**config.mk**
```make
export PLATFORM = sky130hd
export DESIGN_NAME = dram_ctrl_top
export DESIGN_NICKNAME = d
export VERILOG_FILES = /design/src/hw/dram_cmd_pkg.sv /design/src/hw/dram_addr_pkg.sv /design/src/hw/flex_counter.sv /design/src/hw/timing_signal.sv /design/src/hw/command_fsm.sv /design/src/hw/wb_dram_bridge.sv /design/src/hw/dram_ctrl_top.sv
export VERILOG_INCLUDE_DIRS = /design/src /design/src/hw
export SDC_FILE = /design/constraint.sdc
export NUM_CORES = 1
export LEC_CHECK = 0
export ABC_CLOCK_PERIOD_IN_PS = 9100
export BUFFER_PORTS_ARGS = -buffer_cell sky130_fd_sc_hd__buf_2
export CELL_PAD_IN_SITES_DETAIL_PLACEMENT = 1
export CELL_PAD_IN_SITES_GLOBAL_PLACEMENT = 1
export CORE_UTILIZATION = 40
export CTS_CLUSTER_SIZE = 10
export DETAILED_ROUTE_END_ITERATION = 6
export GPL_TIMING_DRIVEN = 1
export PLACE_DENSITY = 0.84
export SYNTH_ARGS = -nofsm -noshare
export SYNTH_HDL_FRONTEND = slang
export SYNTH_SLANG_ARGS = --single-unit
```
**constraint.sdc**
```tcl
create_clock -name CLK -period 9.1 [get_ports CLK]
set_input_delay 0 -clock CLK [delete_from_list [all_inputs] [get_ports CLK]]
set_output_delay 0 -clock CLK [all_outputs]
set_load 0.05 [all_outputs]
```
**src/hw/dram_consts.svh**
```systemverilog
`ifndef DRAM_CONSTS_SVH
`define DRAM_CONSTS_SVH

// timing values in controller clock cycles
`define DRAM_T_RCD 4
`define DRAM_T_RAS 10
`define DRAM_T_RP 4
`define DRAM_T_RFC 20

// average spacing of REF commands
`define DRAM_T_REFI 200

// latency from RD/WR issue to the data beat
`define DRAM_T_RL 3
`define DRAM_T_WL 2

// wide enough for the refresh interval
`define DRAM_CNT_W 10

// address split, row on top
`define DRAM_ROW_W 12
`define DRAM_BANK_W 2
`define DRAM_COL_W 8

`endif

```
**src/hw/dram_cmd_pkg.sv**
```systemverilog
`include "dram_consts.svh"

package dram_cmd_pkg;

    // issue states last one cycle, the -ING states wait on the counter
    typedef enum logic [3:0] {
        IDLE,
        ACTIVATE,
        ACTIVATING,
        READ,
        READING,
        WRITE,
        WRITING,
        PRECHARGE,
        PRECHARGING,
        REFRESH,
        REFRESHING
    } cmd_state_t;

    // opcodes on the DRAM command port
    typedef enum logic [2:0] {
        NOP,
        ACT,
        RD,
        WR,
        PRE,
        REF
    } dram_op_t;

    // one command beat on the DRAM port
    typedef struct packed {
        dram_op_t                  op;
        logic [`DRAM_BANK_W-1:0]   bank;
        logic [`DRAM_ROW_W-1:0]    row;
        logic [`DRAM_COL_W-1:0]    col;
    } dram_cmd_t;

endpackage

```
**src/hw/dram_addr_pkg.sv**
```systemverilog
`include "dram_consts.svh"

package dram_addr_pkg;

    typedef logic [31:0] dram_word_t;

    // field view of a word address, row most significant
    typedef struct packed {
        logic [`DRAM_ROW_W-1:0]    row;
        logic [`DRAM_BANK_W-1:0]   bank;
        logic [`DRAM_COL_W-1:0]    col;
    } dram_loc_t;

    // same bits seen as a flat word index or as row/bank/col
    typedef union packed {
        logic [`DRAM_ROW_W+`DRAM_BANK_W+`DRAM_COL_W-1:0] word;
        dram_loc_t                                     loc;
    } dram_addr_u;

    // host request held for the length of one access
    typedef struct packed {
        logic       we;
        dram_addr_u addr;
        dram_word_t wdata;
    } wb_req_t;

endpackage

```
**src/hw/flex_counter.sv**
```systemverilog
`include "dram_consts.svh"

module flex_counter #(
    parameter int N = `DRAM_CNT_W
) (
    input  logic         CLK,
    input  logic         nRST,
    input  logic         enable,
    input  logic [N-1:0] count_load,
    output logic [N-1:0] count,
    output logic         count_done
);

    localparam logic [N-1:0] ONE = 1;

    // load wins over counting, then run down and park at zero
    always_ff @(posedge CLK, negedge nRST) begin
        if (!nRST) begin
            count <= '0;
        end else if (enable) begin
            count <= count_load;
        end else if (count != '0) begin
            count <= count - 1'b1;
        end
    end

    // last cycle of the wait, so the FSM leaves on time
    assign count_done = (count == ONE);

endmodule

```
**src/hw/timing_signal.sv**
```systemverilog
`include "dram_consts.svh"

module timing_signal
    import dram_cmd_pkg::*;
(
    input  logic       CLK,
    input  logic       nRST,
    input  cmd_state_t cmd_state,
    output logic       t_act_done,
    output logic       t_rd_done,
    output logic       t_wr_done,
    output logic       t_pre_done,
    output logic       t_ref_done,
    output logic       rf_req,
    output logic       rd_en,
    output logic       wr_en
);

    localparam int CW = `DRAM_CNT_W;

    localparam logic [CW-1:0] LD_RCD    = `DRAM_T_RCD;
    localparam logic [CW-1:0] LD_RL     = `DRAM_T_RL;
    localparam logic [CW-1:0] LD_WL     = `DRAM_T_WL;
    localparam logic [CW-1:0] LD_RP     = `DRAM_T_RP;
    localparam logic [CW-1:0] LD_RFC    = `DRAM_T_RFC;
    localparam logic [CW-1:0] REFI_V    = `DRAM_T_REFI;
    localparam logic [CW-1:0] RAS_START = `DRAM_T_RAS - 1;
    // single beat, data sits in the last wait cycle
    localparam logic [CW-1:0] BEAT_LEN  = 1;

    logic [CW-1:0] time_load;
    logic [CW-1:0] time_count;
    logic          time_en;
    logic          time_done;

    logic [CW-1:0] ras_left;
    logic [CW-1:0] refresh_count;
    logic [CW-1:0] next_refresh_count;
    logic [CW-1:0] refresh_limit;
    logic [CW-1:0] next_refresh_limit;

    always_comb begin
        time_en    = 1'b0;
        time_load  = '0;
        t_act_done = 1'b0;
        t_rd_done  = 1'b0;
        t_wr_done  = 1'b0;
        t_pre_done = 1'b0;
        t_ref_done = 1'b0;
        rd_en      = 1'b0;
        wr_en      = 1'b0;

        case (cmd_state)
            ACTIVATE: begin
                time_en   = 1'b1;
                time_load = LD_RCD;
            end
            ACTIVATING: t_act_done = time_done;
            READ: begin
                time_en   = 1'b1;
                time_load = LD_RL;
            end
            READING: begin
                t_rd_done = time_done;
                rd_en     = (time_count <= BEAT_LEN) && (time_count != '0);
            end
            WRITE: begin
                time_en   = 1'b1;
                time_load = LD_WL;
            end
            WRITING: begin
                t_wr_done = time_done;
                wr_en     = (time_count <= BEAT_LEN) && (time_count != '0);
            end
            PRECHARGE: begin
                time_en = 1'b1;
                // stretch the wait if the row has not been open for tRAS
                time_load = (ras_left > LD_RP) ? ras_left : LD_RP;
            end
            PRECHARGING: t_pre_done = time_done;
            REFRESH: begin
                time_en   = 1'b1;
                time_load = LD_RFC;
            end
            REFRESHING: t_ref_done = time_done;
            default: ;
        endcase
    end

    // cycles of tRAS still owed since the last ACT
    always_ff @(posedge CLK, negedge nRST) begin
        if (!nRST) begin
            ras_left <= '0;
        end else if (cmd_state == ACTIVATE) begin
            ras_left <= RAS_START;
        end else if (ras_left != '0) begin
            ras_left <= ras_left - 1'b1;
        end
    end

    always_ff @(posedge CLK, negedge nRST) begin
        if (!nRST) begin
            refresh_count <= '0;
            refresh_limit <= REFI_V;
        end else begin
            refresh_count <= next_refresh_count;
            refresh_limit <= next_refresh_limit;
        end
    end

    always_comb begin
        next_refresh_limit = refresh_limit;
        next_refresh_count = refresh_count + 1'b1;

        if (cmd_state == REFRESH || cmd_state == REFRESHING) begin
            next_refresh_count = '0;
        end

        // late refresh pulls the next one in by the same amount
        if (cmd_state == REFRESH) begin
            if (refresh_count > REFI_V) begin
                next_refresh_limit = REFI_V - (refresh_count - REFI_V);
            end else begin
                next_refresh_limit = REFI_V;
            end
        end

        rf_req = (refresh_count >= refresh_limit) && (cmd_state != REFRESH);
    end

    flex_counter #(.N(CW)) time_counter (
        .CLK        (CLK),
        .nRST       (nRST),
        .enable     (time_en),
        .count_load (time_load),
        .count      (time_count),
        .count_done (time_done)
    );

endmodule

```
**src/hw/command_fsm.sv**
```systemverilog
module command_fsm
    import dram_cmd_pkg::*, dram_addr_pkg::*;
(
    input  logic       CLK,
    input  logic       nRST,
    input  wb_req_t    req,
    input  logic       req_valid,
    output logic       done,
    output cmd_state_t cmd_state,
    input  logic       t_act_done,
    input  logic       t_rd_done,
    input  logic       t_wr_done,
    input  logic       t_pre_done,
    input  logic       t_ref_done,
    input  logic       rf_req,
    output dram_cmd_t  dram_cmd
);

    cmd_state_t next_state;
    logic       carries_addr;

    always_ff @(posedge CLK, negedge nRST) begin
        if (!nRST) begin
            cmd_state <= IDLE;
        end else begin
            cmd_state <= next_state;
        end
    end

    always_comb begin
        next_state = cmd_state;
        case (cmd_state)
            IDLE: begin
                // refresh goes ahead of a waiting request
                if (rf_req) begin
                    next_state = REFRESH;
                end else if (req_valid) begin
                    next_state = ACTIVATE;
                end
            end
            ACTIVATE:   next_state = ACTIVATING;
            ACTIVATING: begin
                if (t_act_done) begin
                    next_state = req.we ? WRITE : READ;
                end
            end
            READ:    next_state = READING;
            READING: begin
                if (t_rd_done) begin
                    next_state = PRECHARGE;
                end
            end
            WRITE:   next_state = WRITING;
            WRITING: begin
                if (t_wr_done) begin
                    next_state = PRECHARGE;
                end
            end
            // closed page, the row goes away after every access
            PRECHARGE:   next_state = PRECHARGING;
            PRECHARGING: begin
                if (t_pre_done) begin
                    next_state = IDLE;
                end
            end
            REFRESH:    next_state = REFRESHING;
            REFRESHING: begin
                if (t_ref_done) begin
                    next_state = IDLE;
                end
            end
            default: next_state = IDLE;
        endcase
    end

    // access finishes when the bank is closed again
    assign done = (cmd_state == PRECHARGING) && t_pre_done;

    // command port, NOP outside the issue cycles
    always_comb begin
        dram_cmd     = '0;
        dram_cmd.op  = NOP;
        carries_addr = 1'b0;
        case (cmd_state)
            ACTIVATE: begin
                dram_cmd.op  = ACT;
                carries_addr = 1'b1;
            end
            READ: begin
                dram_cmd.op  = RD;
                carries_addr = 1'b1;
            end
            WRITE: begin
                dram_cmd.op  = WR;
                carries_addr = 1'b1;
            end
            PRECHARGE: begin
                dram_cmd.op  = PRE;
                carries_addr = 1'b1;
            end
            REFRESH: dram_cmd.op = REF;
            default: ;
        endcase
        if (carries_addr) begin
            dram_cmd.bank = req.addr.loc.bank;
            dram_cmd.row  = req.addr.loc.row;
            dram_cmd.col  = req.addr.loc.col;
        end
    end

endmodule

```
**src/hw/wb_dram_bridge.sv**
```systemverilog
module wb_dram_bridge
    import dram_addr_pkg::*;
(
    input  logic        CLK,
    input  logic        nRST,
    input  logic        cyc,
    input  logic        stb,
    input  logic        we,
    input  logic [31:0] adr,
    input  dram_word_t  dat_w,
    output dram_word_t  dat_r,
    output logic        ack,
    output wb_req_t     req,
    output logic        req_valid,
    input  logic        done,
    input  logic        rd_en,
    input  dram_word_t  dram_rdata
);

    // word index sits just above the byte offset
    localparam int AW = $bits(dram_addr_u);

    logic busy;
    logic accept;

    // ack cycle still has stb up, so keep it from starting a new access
    assign accept    = cyc && stb && !busy && !ack;
    assign req_valid = busy;

    always_ff @(posedge CLK, negedge nRST) begin
        if (!nRST) begin
            busy <= 1'b0;
            ack  <= 1'b0;
        end else begin
            ack <= done;
            if (accept) begin
                busy <= 1'b1;
            end else if (done) begin
                busy <= 1'b0;
            end
        end
    end

    always_ff @(posedge CLK) begin
        if (accept) begin
            req.we        <= we;
            req.addr.word <= adr[AW+1:2];
            req.wdata     <= dat_w;
        end
        // read beat lands here and stays until the next read
        if (rd_en) begin
            dat_r <= dram_rdata;
        end
    end

endmodule

```
**src/hw/dram_ctrl_top.sv**
```systemverilog
module dram_ctrl_top
    import dram_cmd_pkg::*, dram_addr_pkg::*;
(
    input  logic        CLK,
    input  logic        nRST,
    input  logic        cyc,
    input  logic        stb,
    input  logic        we,
    input  logic [31:0] adr,
    input  dram_word_t  dat_w,
    output dram_word_t  dat_r,
    output logic        ack,
    output dram_cmd_t   dram_cmd,
    output dram_word_t  dram_wdata,
    output logic        dram_we,
    output logic        dram_re,
    input  dram_word_t  dram_rdata
);

    wb_req_t    req;
    logic       req_valid;
    logic       done;
    cmd_state_t cmd_state;
    logic       t_act_done;
    logic       t_rd_done;
    logic       t_wr_done;
    logic       t_pre_done;
    logic       t_ref_done;
    logic       rf_req;
    logic       rd_en;
    logic       wr_en;

    // data side of the DRAM port
    assign dram_wdata = req.wdata;
    assign dram_we    = wr_en;
    assign dram_re    = rd_en;

    wb_dram_bridge bridge0 (
        .CLK        (CLK),
        .nRST       (nRST),
        .cyc        (cyc),
        .stb        (stb),
        .we         (we),
        .adr        (adr),
        .dat_w      (dat_w),
        .dat_r      (dat_r),
        .ack        (ack),
        .req        (req),
        .req_valid  (req_valid),
        .done       (done),
        .rd_en      (rd_en),
        .dram_rdata (dram_rdata)
    );

    command_fsm cfsm0 (
        .CLK        (CLK),
        .nRST       (nRST),
        .req        (req),
        .req_valid  (req_valid),
        .done       (done),
        .cmd_state  (cmd_state),
        .t_act_done (t_act_done),
        .t_rd_done  (t_rd_done),
        .t_wr_done  (t_wr_done),
        .t_pre_done (t_pre_done),
        .t_ref_done (t_ref_done),
        .rf_req     (rf_req),
        .dram_cmd   (dram_cmd)
    );

    timing_signal timing0 (
        .CLK        (CLK),
        .nRST       (nRST),
        .cmd_state  (cmd_state),
        .t_act_done (t_act_done),
        .t_rd_done  (t_rd_done),
        .t_wr_done  (t_wr_done),
        .t_pre_done (t_pre_done),
        .t_ref_done (t_ref_done),
        .rf_req     (rf_req),
        .rd_en      (rd_en),
        .wr_en      (wr_en)
    );

endmodule

```
* After elaboration in Yosys (flattened, before gate mapping)
Cells that the tools add are included.
** Storage, ports and cells
- Input port bits :: 101
- Memories :: 0
- ROM bits :: 0
- Bits in registers :: 133
- RAM bits :: 0
- Latch bits :: 0
** Cells by class
- Multipliers :: 0
- Equality and inequality tests :: 18
- Shift operators :: 0
- Div/mod/pow operators :: 0
- Mux-type cells :: 30
- $lt $le $gt $ge :: 4
- Reductions and logical operators :: 18
- Bitwise logic cells :: 0
- $add $sub $neg :: 5
** Operators by type and width (number)
- 10-bit two-way mux :: 7
- 10-bit case mux with 5 select lines :: 1
- 4-bit case mux with 11 select lines :: 1
- 4-bit two-way mux :: 7
- 22-bit two-way mux :: 1
- 10-bit nonzero test :: 2
- 10-bit by 1-bit subtractor with 10-bit output (second input constant) :: 2
- 4-bit by 3-bit == test with 1-bit output (second input constant) :: 4
- 3-bit case mux with 5 select lines :: 1
- 4-bit == test (second input constant) :: 3
- 1-bit two-way mux :: 11
- 10-bit by 1-bit adder with 10-bit output (second input constant) :: 1
- 10-bit by 1-bit == test with 1-bit output (second input constant) :: 1
- 10-bit greater-or-equal comparator :: 1
- 10-bit by 3-bit greater-than comparator with 1-bit output (second input constant) :: 1
- 10-bit by 8-bit greater-than comparator with 1-bit output (second input constant) :: 1
- 10-bit by 1-bit <= comparator with 1-bit output (second input constant) :: 1
- 2-bit by 1-bit != test with 1-bit output (second input constant) :: 5
- 10-bit by 8-bit subtractor with 10-bit output (second input constant) :: 1
- 8-bit by 10-bit subtractor with 10-bit output (first input constant) :: 1
- 4-bit by 2-bit == test with 1-bit output (second input constant) :: 2
- 1-bit logical AND :: 6
- 6-bit AND reduction :: 1
- 2-bit nonzero test :: 3
- 9 further kinds :: 10

* Depth between registers and ports, before layout
- Word-level depth :: 5
- Mapped depth :: 7
- Mapped depth without buffers :: 7

* Modules after synthesis
Synthesis repeated with hierarchy kept, for this count alone.
** Unflattened totals
- Cell total of the unflattened synthesis :: 455
- Area total of the unflattened synthesis :: 5891.9 µm²
** Modules (own cells, without submodules)
- wb_dram_bridge :: times used 1, cells each 92, area each 2686.3 µm², seq. area each 2662.6 µm²
- timing_signal :: times used 1, cells each 230, area each 2097.0 µm², seq. area each 754.5 µm²
- flex_counter :: times used 1, cells each 67, area each 610.6 µm², seq. area each 250.2 µm²
- command_fsm :: times used 1, cells each 66, area each 498.0 µm², seq. area each 100.1 µm²

* Worst setup path before layout
OpenSTA, ideal clock, no wires.
- Kind :: reg2reg
- From :: register bridge0.ack
- To :: register, netlist name bridge0.req[0]
- Setup time :: 0.537 ns
- Buffers on the path :: 0
- Cell stages (with the launch flop) :: 2
- Slack :: 4.123 ns
- Clock period less this slack :: 4.977 ns
- Data required time :: 8.563 ns
- Data arrival time :: 4.440 ns
- Path through :: dfrtp_1 -> nor3_1
** On the way
- Cells in the longest elaborated chain, start to end :: 2
** RTL lines
- start: declaration :: RTL line wb_dram_bridge.sv:12 : output logic ack,
- start signal: assignment :: RTL line wb_dram_bridge.sv:35 : ack <= done;
- 1-bit zero test :: RTL line wb_dram_bridge.sv:27 : assign accept = cyc && stb && !busy && !ack;
- 1-bit logical AND :: RTL line wb_dram_bridge.sv:27
- named net bridge0.accept :: RTL line wb_dram_bridge.sv:24 : logic accept;
The timed path passes the listed nets, and every way through them passes these cells.
A chain may end at the register's enable or synchronous reset.

* Worst setup path in the final report
- From :: register timing0.time_counter.count[7]
- To :: output dram_re
** On the way
- Cells in the longest elaborated chain, start to end :: 3
- Elaborated cells on any way between the ends :: 4
- Those cells by class :: order compare (1); mux (1); reduce/logical (2)
** RTL lines
- start: declaration :: RTL line flex_counter.sv:10 : output logic [N-1:0] count,
- start signal: assignment :: RTL line flex_counter.sv:21 : count <= count_load;
- start signal: assignment :: RTL line flex_counter.sv:23 : count <= count - 1'b1;
- 10-bit by 1-bit <= comparator with 1-bit output or 10-bit nonzero test (tied branches) :: RTL line timing_signal.sv:65 : rd_en = (time_count <= BEAT_LEN) && (time_count != '0);
- 1-bit logical AND (*) :: RTL line timing_signal.sv:65
- 1-bit two-way mux (*) :: RTL line timing_signal.sv:53 : case (cmd_state)
- end: declaration :: RTL line dram_ctrl_top.sv:16 : output logic dram_re,
Every way passes the cells marked *; elsewhere a longest branch is shown, timed or not.

==> summary.txt <==
ordered list of cells on the worst path - nor4_4, nand4b_1, nor2_1, nand3_1, nor2_2, buf_4, buf_2
WL per Instance - 22.87 um
Port Buf Inserts - 182
final cycle utilization of the critical path - 30.05%
Num CTS Buffers - 17
#FFs+latches synth - 133
drt first-iter violations - 160
reg2reg setup slack - 6.80 ns
Root Buffer - clkbuf_16
total track usage - 27.80%
Fmax - 365.6 MHz
Critical Path RT - 9.10 ns
row count - 43
post-DP HPWL - 10.70 mm
Filler cells - 1485
Final Non-Filler Cells - 886
Setup Skew - 0.01798 ns
VDD IR-drop max - 0.2143 mV
core area - 14100 um2
Slew @ Worst Pin - 1.161 ns
P_int - 1.110 mW
Avg Cell Area, Syn - 13.17 um2
status - finished clean
vias in the first global route - 5276
RSZ-0062 raised after global routing - no
crit path from - timing0.time_counter.count[7]
Slowest-stage cell, CP - dfrtp_1
Worst slew margin - 22.46%
most common cell after layout, fill and taps aside - buf_2
die area - 15170 um2
synthesis-to-layout area growth - 39.52%
CTS Hold Bufs - 88
IO Pins - 193
Worst R2R End - bridge0.dat_r[2]
Net Sw Frac - 21.07%
Vias/cell - 5.151
endpoints failing setup - 0
die height - 123.2 um
CTS clk-pin slew, worst paths - 0.06 ns
Post-CTS Setup Bufs - 0
startpoint types - register
reg2reg start - timing0.time_counter.count[7]
Nets - 810
Final GP Congestion - 0.8113
CTS tree - yes
Initial Utilization - 41.67%
ANT nets after route - 0
Inserted Diodes - 0
dpl cells - 766
Clock Latency Late Sink - 0.44 ns
max incr delay on CP - 0.45 ns
post-synthesis net count - 563
Setup CP Type - reg2out
Slew Viols, Final - 0
global-route wire length before repair - 29.74 mm
switching pwr - 0.2963 mW
Final Hold Viols - 0
commonest non-fill, non-tap cells in the layout - buf_2, dlygate4sd3_1, edfxtp_1, dfrtp_1, nor2_1
vias - 4564
first drt pass iteration count - 4
clk buf depth - 2
Hold Path Class - in2reg
final setup TNS - 0 ns
Critical Path AT - 2.73 ns
Cells after Synth - 446
Clk pwr share - 49.9%
worst setup path endpoint - dram_re
Die X - 123.2 um
Netlist cell types - 64
layout cells sized above 1 - 33.14%
Most used DFF post-synth - edfxtp_1
asr flop ratio synth - 34.59%
post-CTS sizing - 0
Yosys warnings - 0
Overflow after GRT - 0
largest net degree at the start of global routing - 57
Comb pwr share - 4.2%
Max-cap violations - 0
Mapped Area - 5873 um2
clk sink count - 133
htree depth - 4
P per Cell Area - 171.6 nW/um2
sequential area share after synthesis - 64.15%
Post-Route WL - 20.27 mm
Min Clock Period, post-route - 2.735 ns
LEAKAGE - 3.544 nW
Worst R2R Path Depth - 6
drt drc - 0
Worst setup EP type - output port
initial antenna violation count - 0
Power Total - 1.406 mW
Sequential Power Share - 45.9%
Worst Path Max Fanout - 33
Post-synth EDFFs - 87
[layer usage]
metal | vias up | routed length (um) | GRT usage [%]
met2 | 184 | 11510 | 53.81
met4 | 0 | 1251 | 18.00
met5 | - | 0 | 0
met1 | 2256 | 6528 | 25.12
li1 | 2058 | - | -
met3 | 66 | 972 | 7.242
[cell usage after synthesis, types with 7 or more instances]
| master | number | area share [%] |
|---|---|---|
| edfxtp_1 | 87 | 44 |
| dfrtp_1 | 43 | 18 |
| buf_4 | 32 | 4.1 |
| nor2_1 | 32 | 2.0 |
| nand2_1 | 29 | 1.9 |
| and2_1 | 23 | 2.4 |
| inv_1 | 18 | 1.2 |
| ha_1 | 16 | 3.4 |
| xor2_1 | 16 | 2.4 |
| a21oi_1 | 15 | 1.3 |
| o21ai_0 | 12 | 1.0 |
| nand3_1 | 11 | 0.94 |
| xnor2_1 | 11 | 1.6 |
| clkbuf_1 | 7 | 0.45 |
| nand2b_1 | 7 | 0.75 |
[per-stage QoR]
step,instance area [um2],setup slack [ns],utilization (%),hold WS (ns)
2_1_floorplan,5873,4.123,-,-0.2956
3_3_place_gp,6740,6.959,47.82,0.1764
3_5_place_dp,6740,6.890,47.82,0.1785
4_1_cts,8194,6.400,58.13,0.2716
5_1_grt,8194,6.221,58.13,0.2678
6_report,8194,6.365,58.13,0.2818
[kinds of logic after synthesis]
logic type      synth area share [%]
fa+ha+maj                      3.409
compound gates                 7.563
simple gates                   14.38
mux                           0.3622
xor+xnor                       4.026
flops                          64.15
buf+inv                        6.114
[layout make-up]
| type | instances | area (um2) | share of cell area, % |
|---|---|---|---|
| multi-input combinational | 251 | 1754 | 21.41 |
| inverter | 18 | 67.56 | 0.8246 |
| clock inverter | 12 | 136.4 | 1.664 |
| tap | 180 | 225.2 | 2.749 |
| clock buffer | 20 | 436.7 | 5.329 |
| sequential | 133 | 3767 | 45.98 |
| timing repair buffer | 272 | 1807 | 22.05 |
[power groups by stage]
| stage | logic (mW) | registers, mW | clock network, mW |
|---|---|---|---|
| 2_1_floorplan | 0.000101 | 0.658 | 0 |
| 3_3_place_gp | 0.0223 | 0.658 | 0 |
| 3_5_place_dp | 0.0244 | 0.658 | 0 |
| 4_1_cts | 0.0551 | 0.646 | 0.685 |
| 5_1_grt | 0.0619 | 0.645 | 0.733 |
| 6_report | 0.0588 | 0.645 | 0.702 |
[flip-flops by register name, summed over array words and instances, names as in the netlist, 4 cells and up]
name and count:
bridge0.req 55, bridge0.dat_r 32, timing0.ras_left 10, timing0.refresh_count 10, timing0.refresh_limit 10, timing0.time_counter.count 10
cfsm0.cmd_state 4
[worst min-delay path by stage]
stage | start | endpoint | depth (start not counted)
final | dram_rdata[27] | bridge0.dat_r[27] | 2
after detailed placement | dat_w[4] | bridge0.req[4] | 1
after CTS | dram_rdata[6] | bridge0.dat_r[6] | 2
after global placement | dram_rdata[23] | bridge0.dat_r[23] | 1
after global routing | dat_w[6] | bridge0.req[6] | 2
after floorplan | nRST | bridge0.ack | 0
[critical path: cells and delay by family, from the launching register on]
| family | cells | cell delay [ns] |
|---|---|---|
| buffers and inverters | 2 | 0.75 |
| flip-flops | 1 | 0.45 |
| AND/OR/NAND/NOR | 5 | 1.08 |
(Power assumes the default switching activity.)
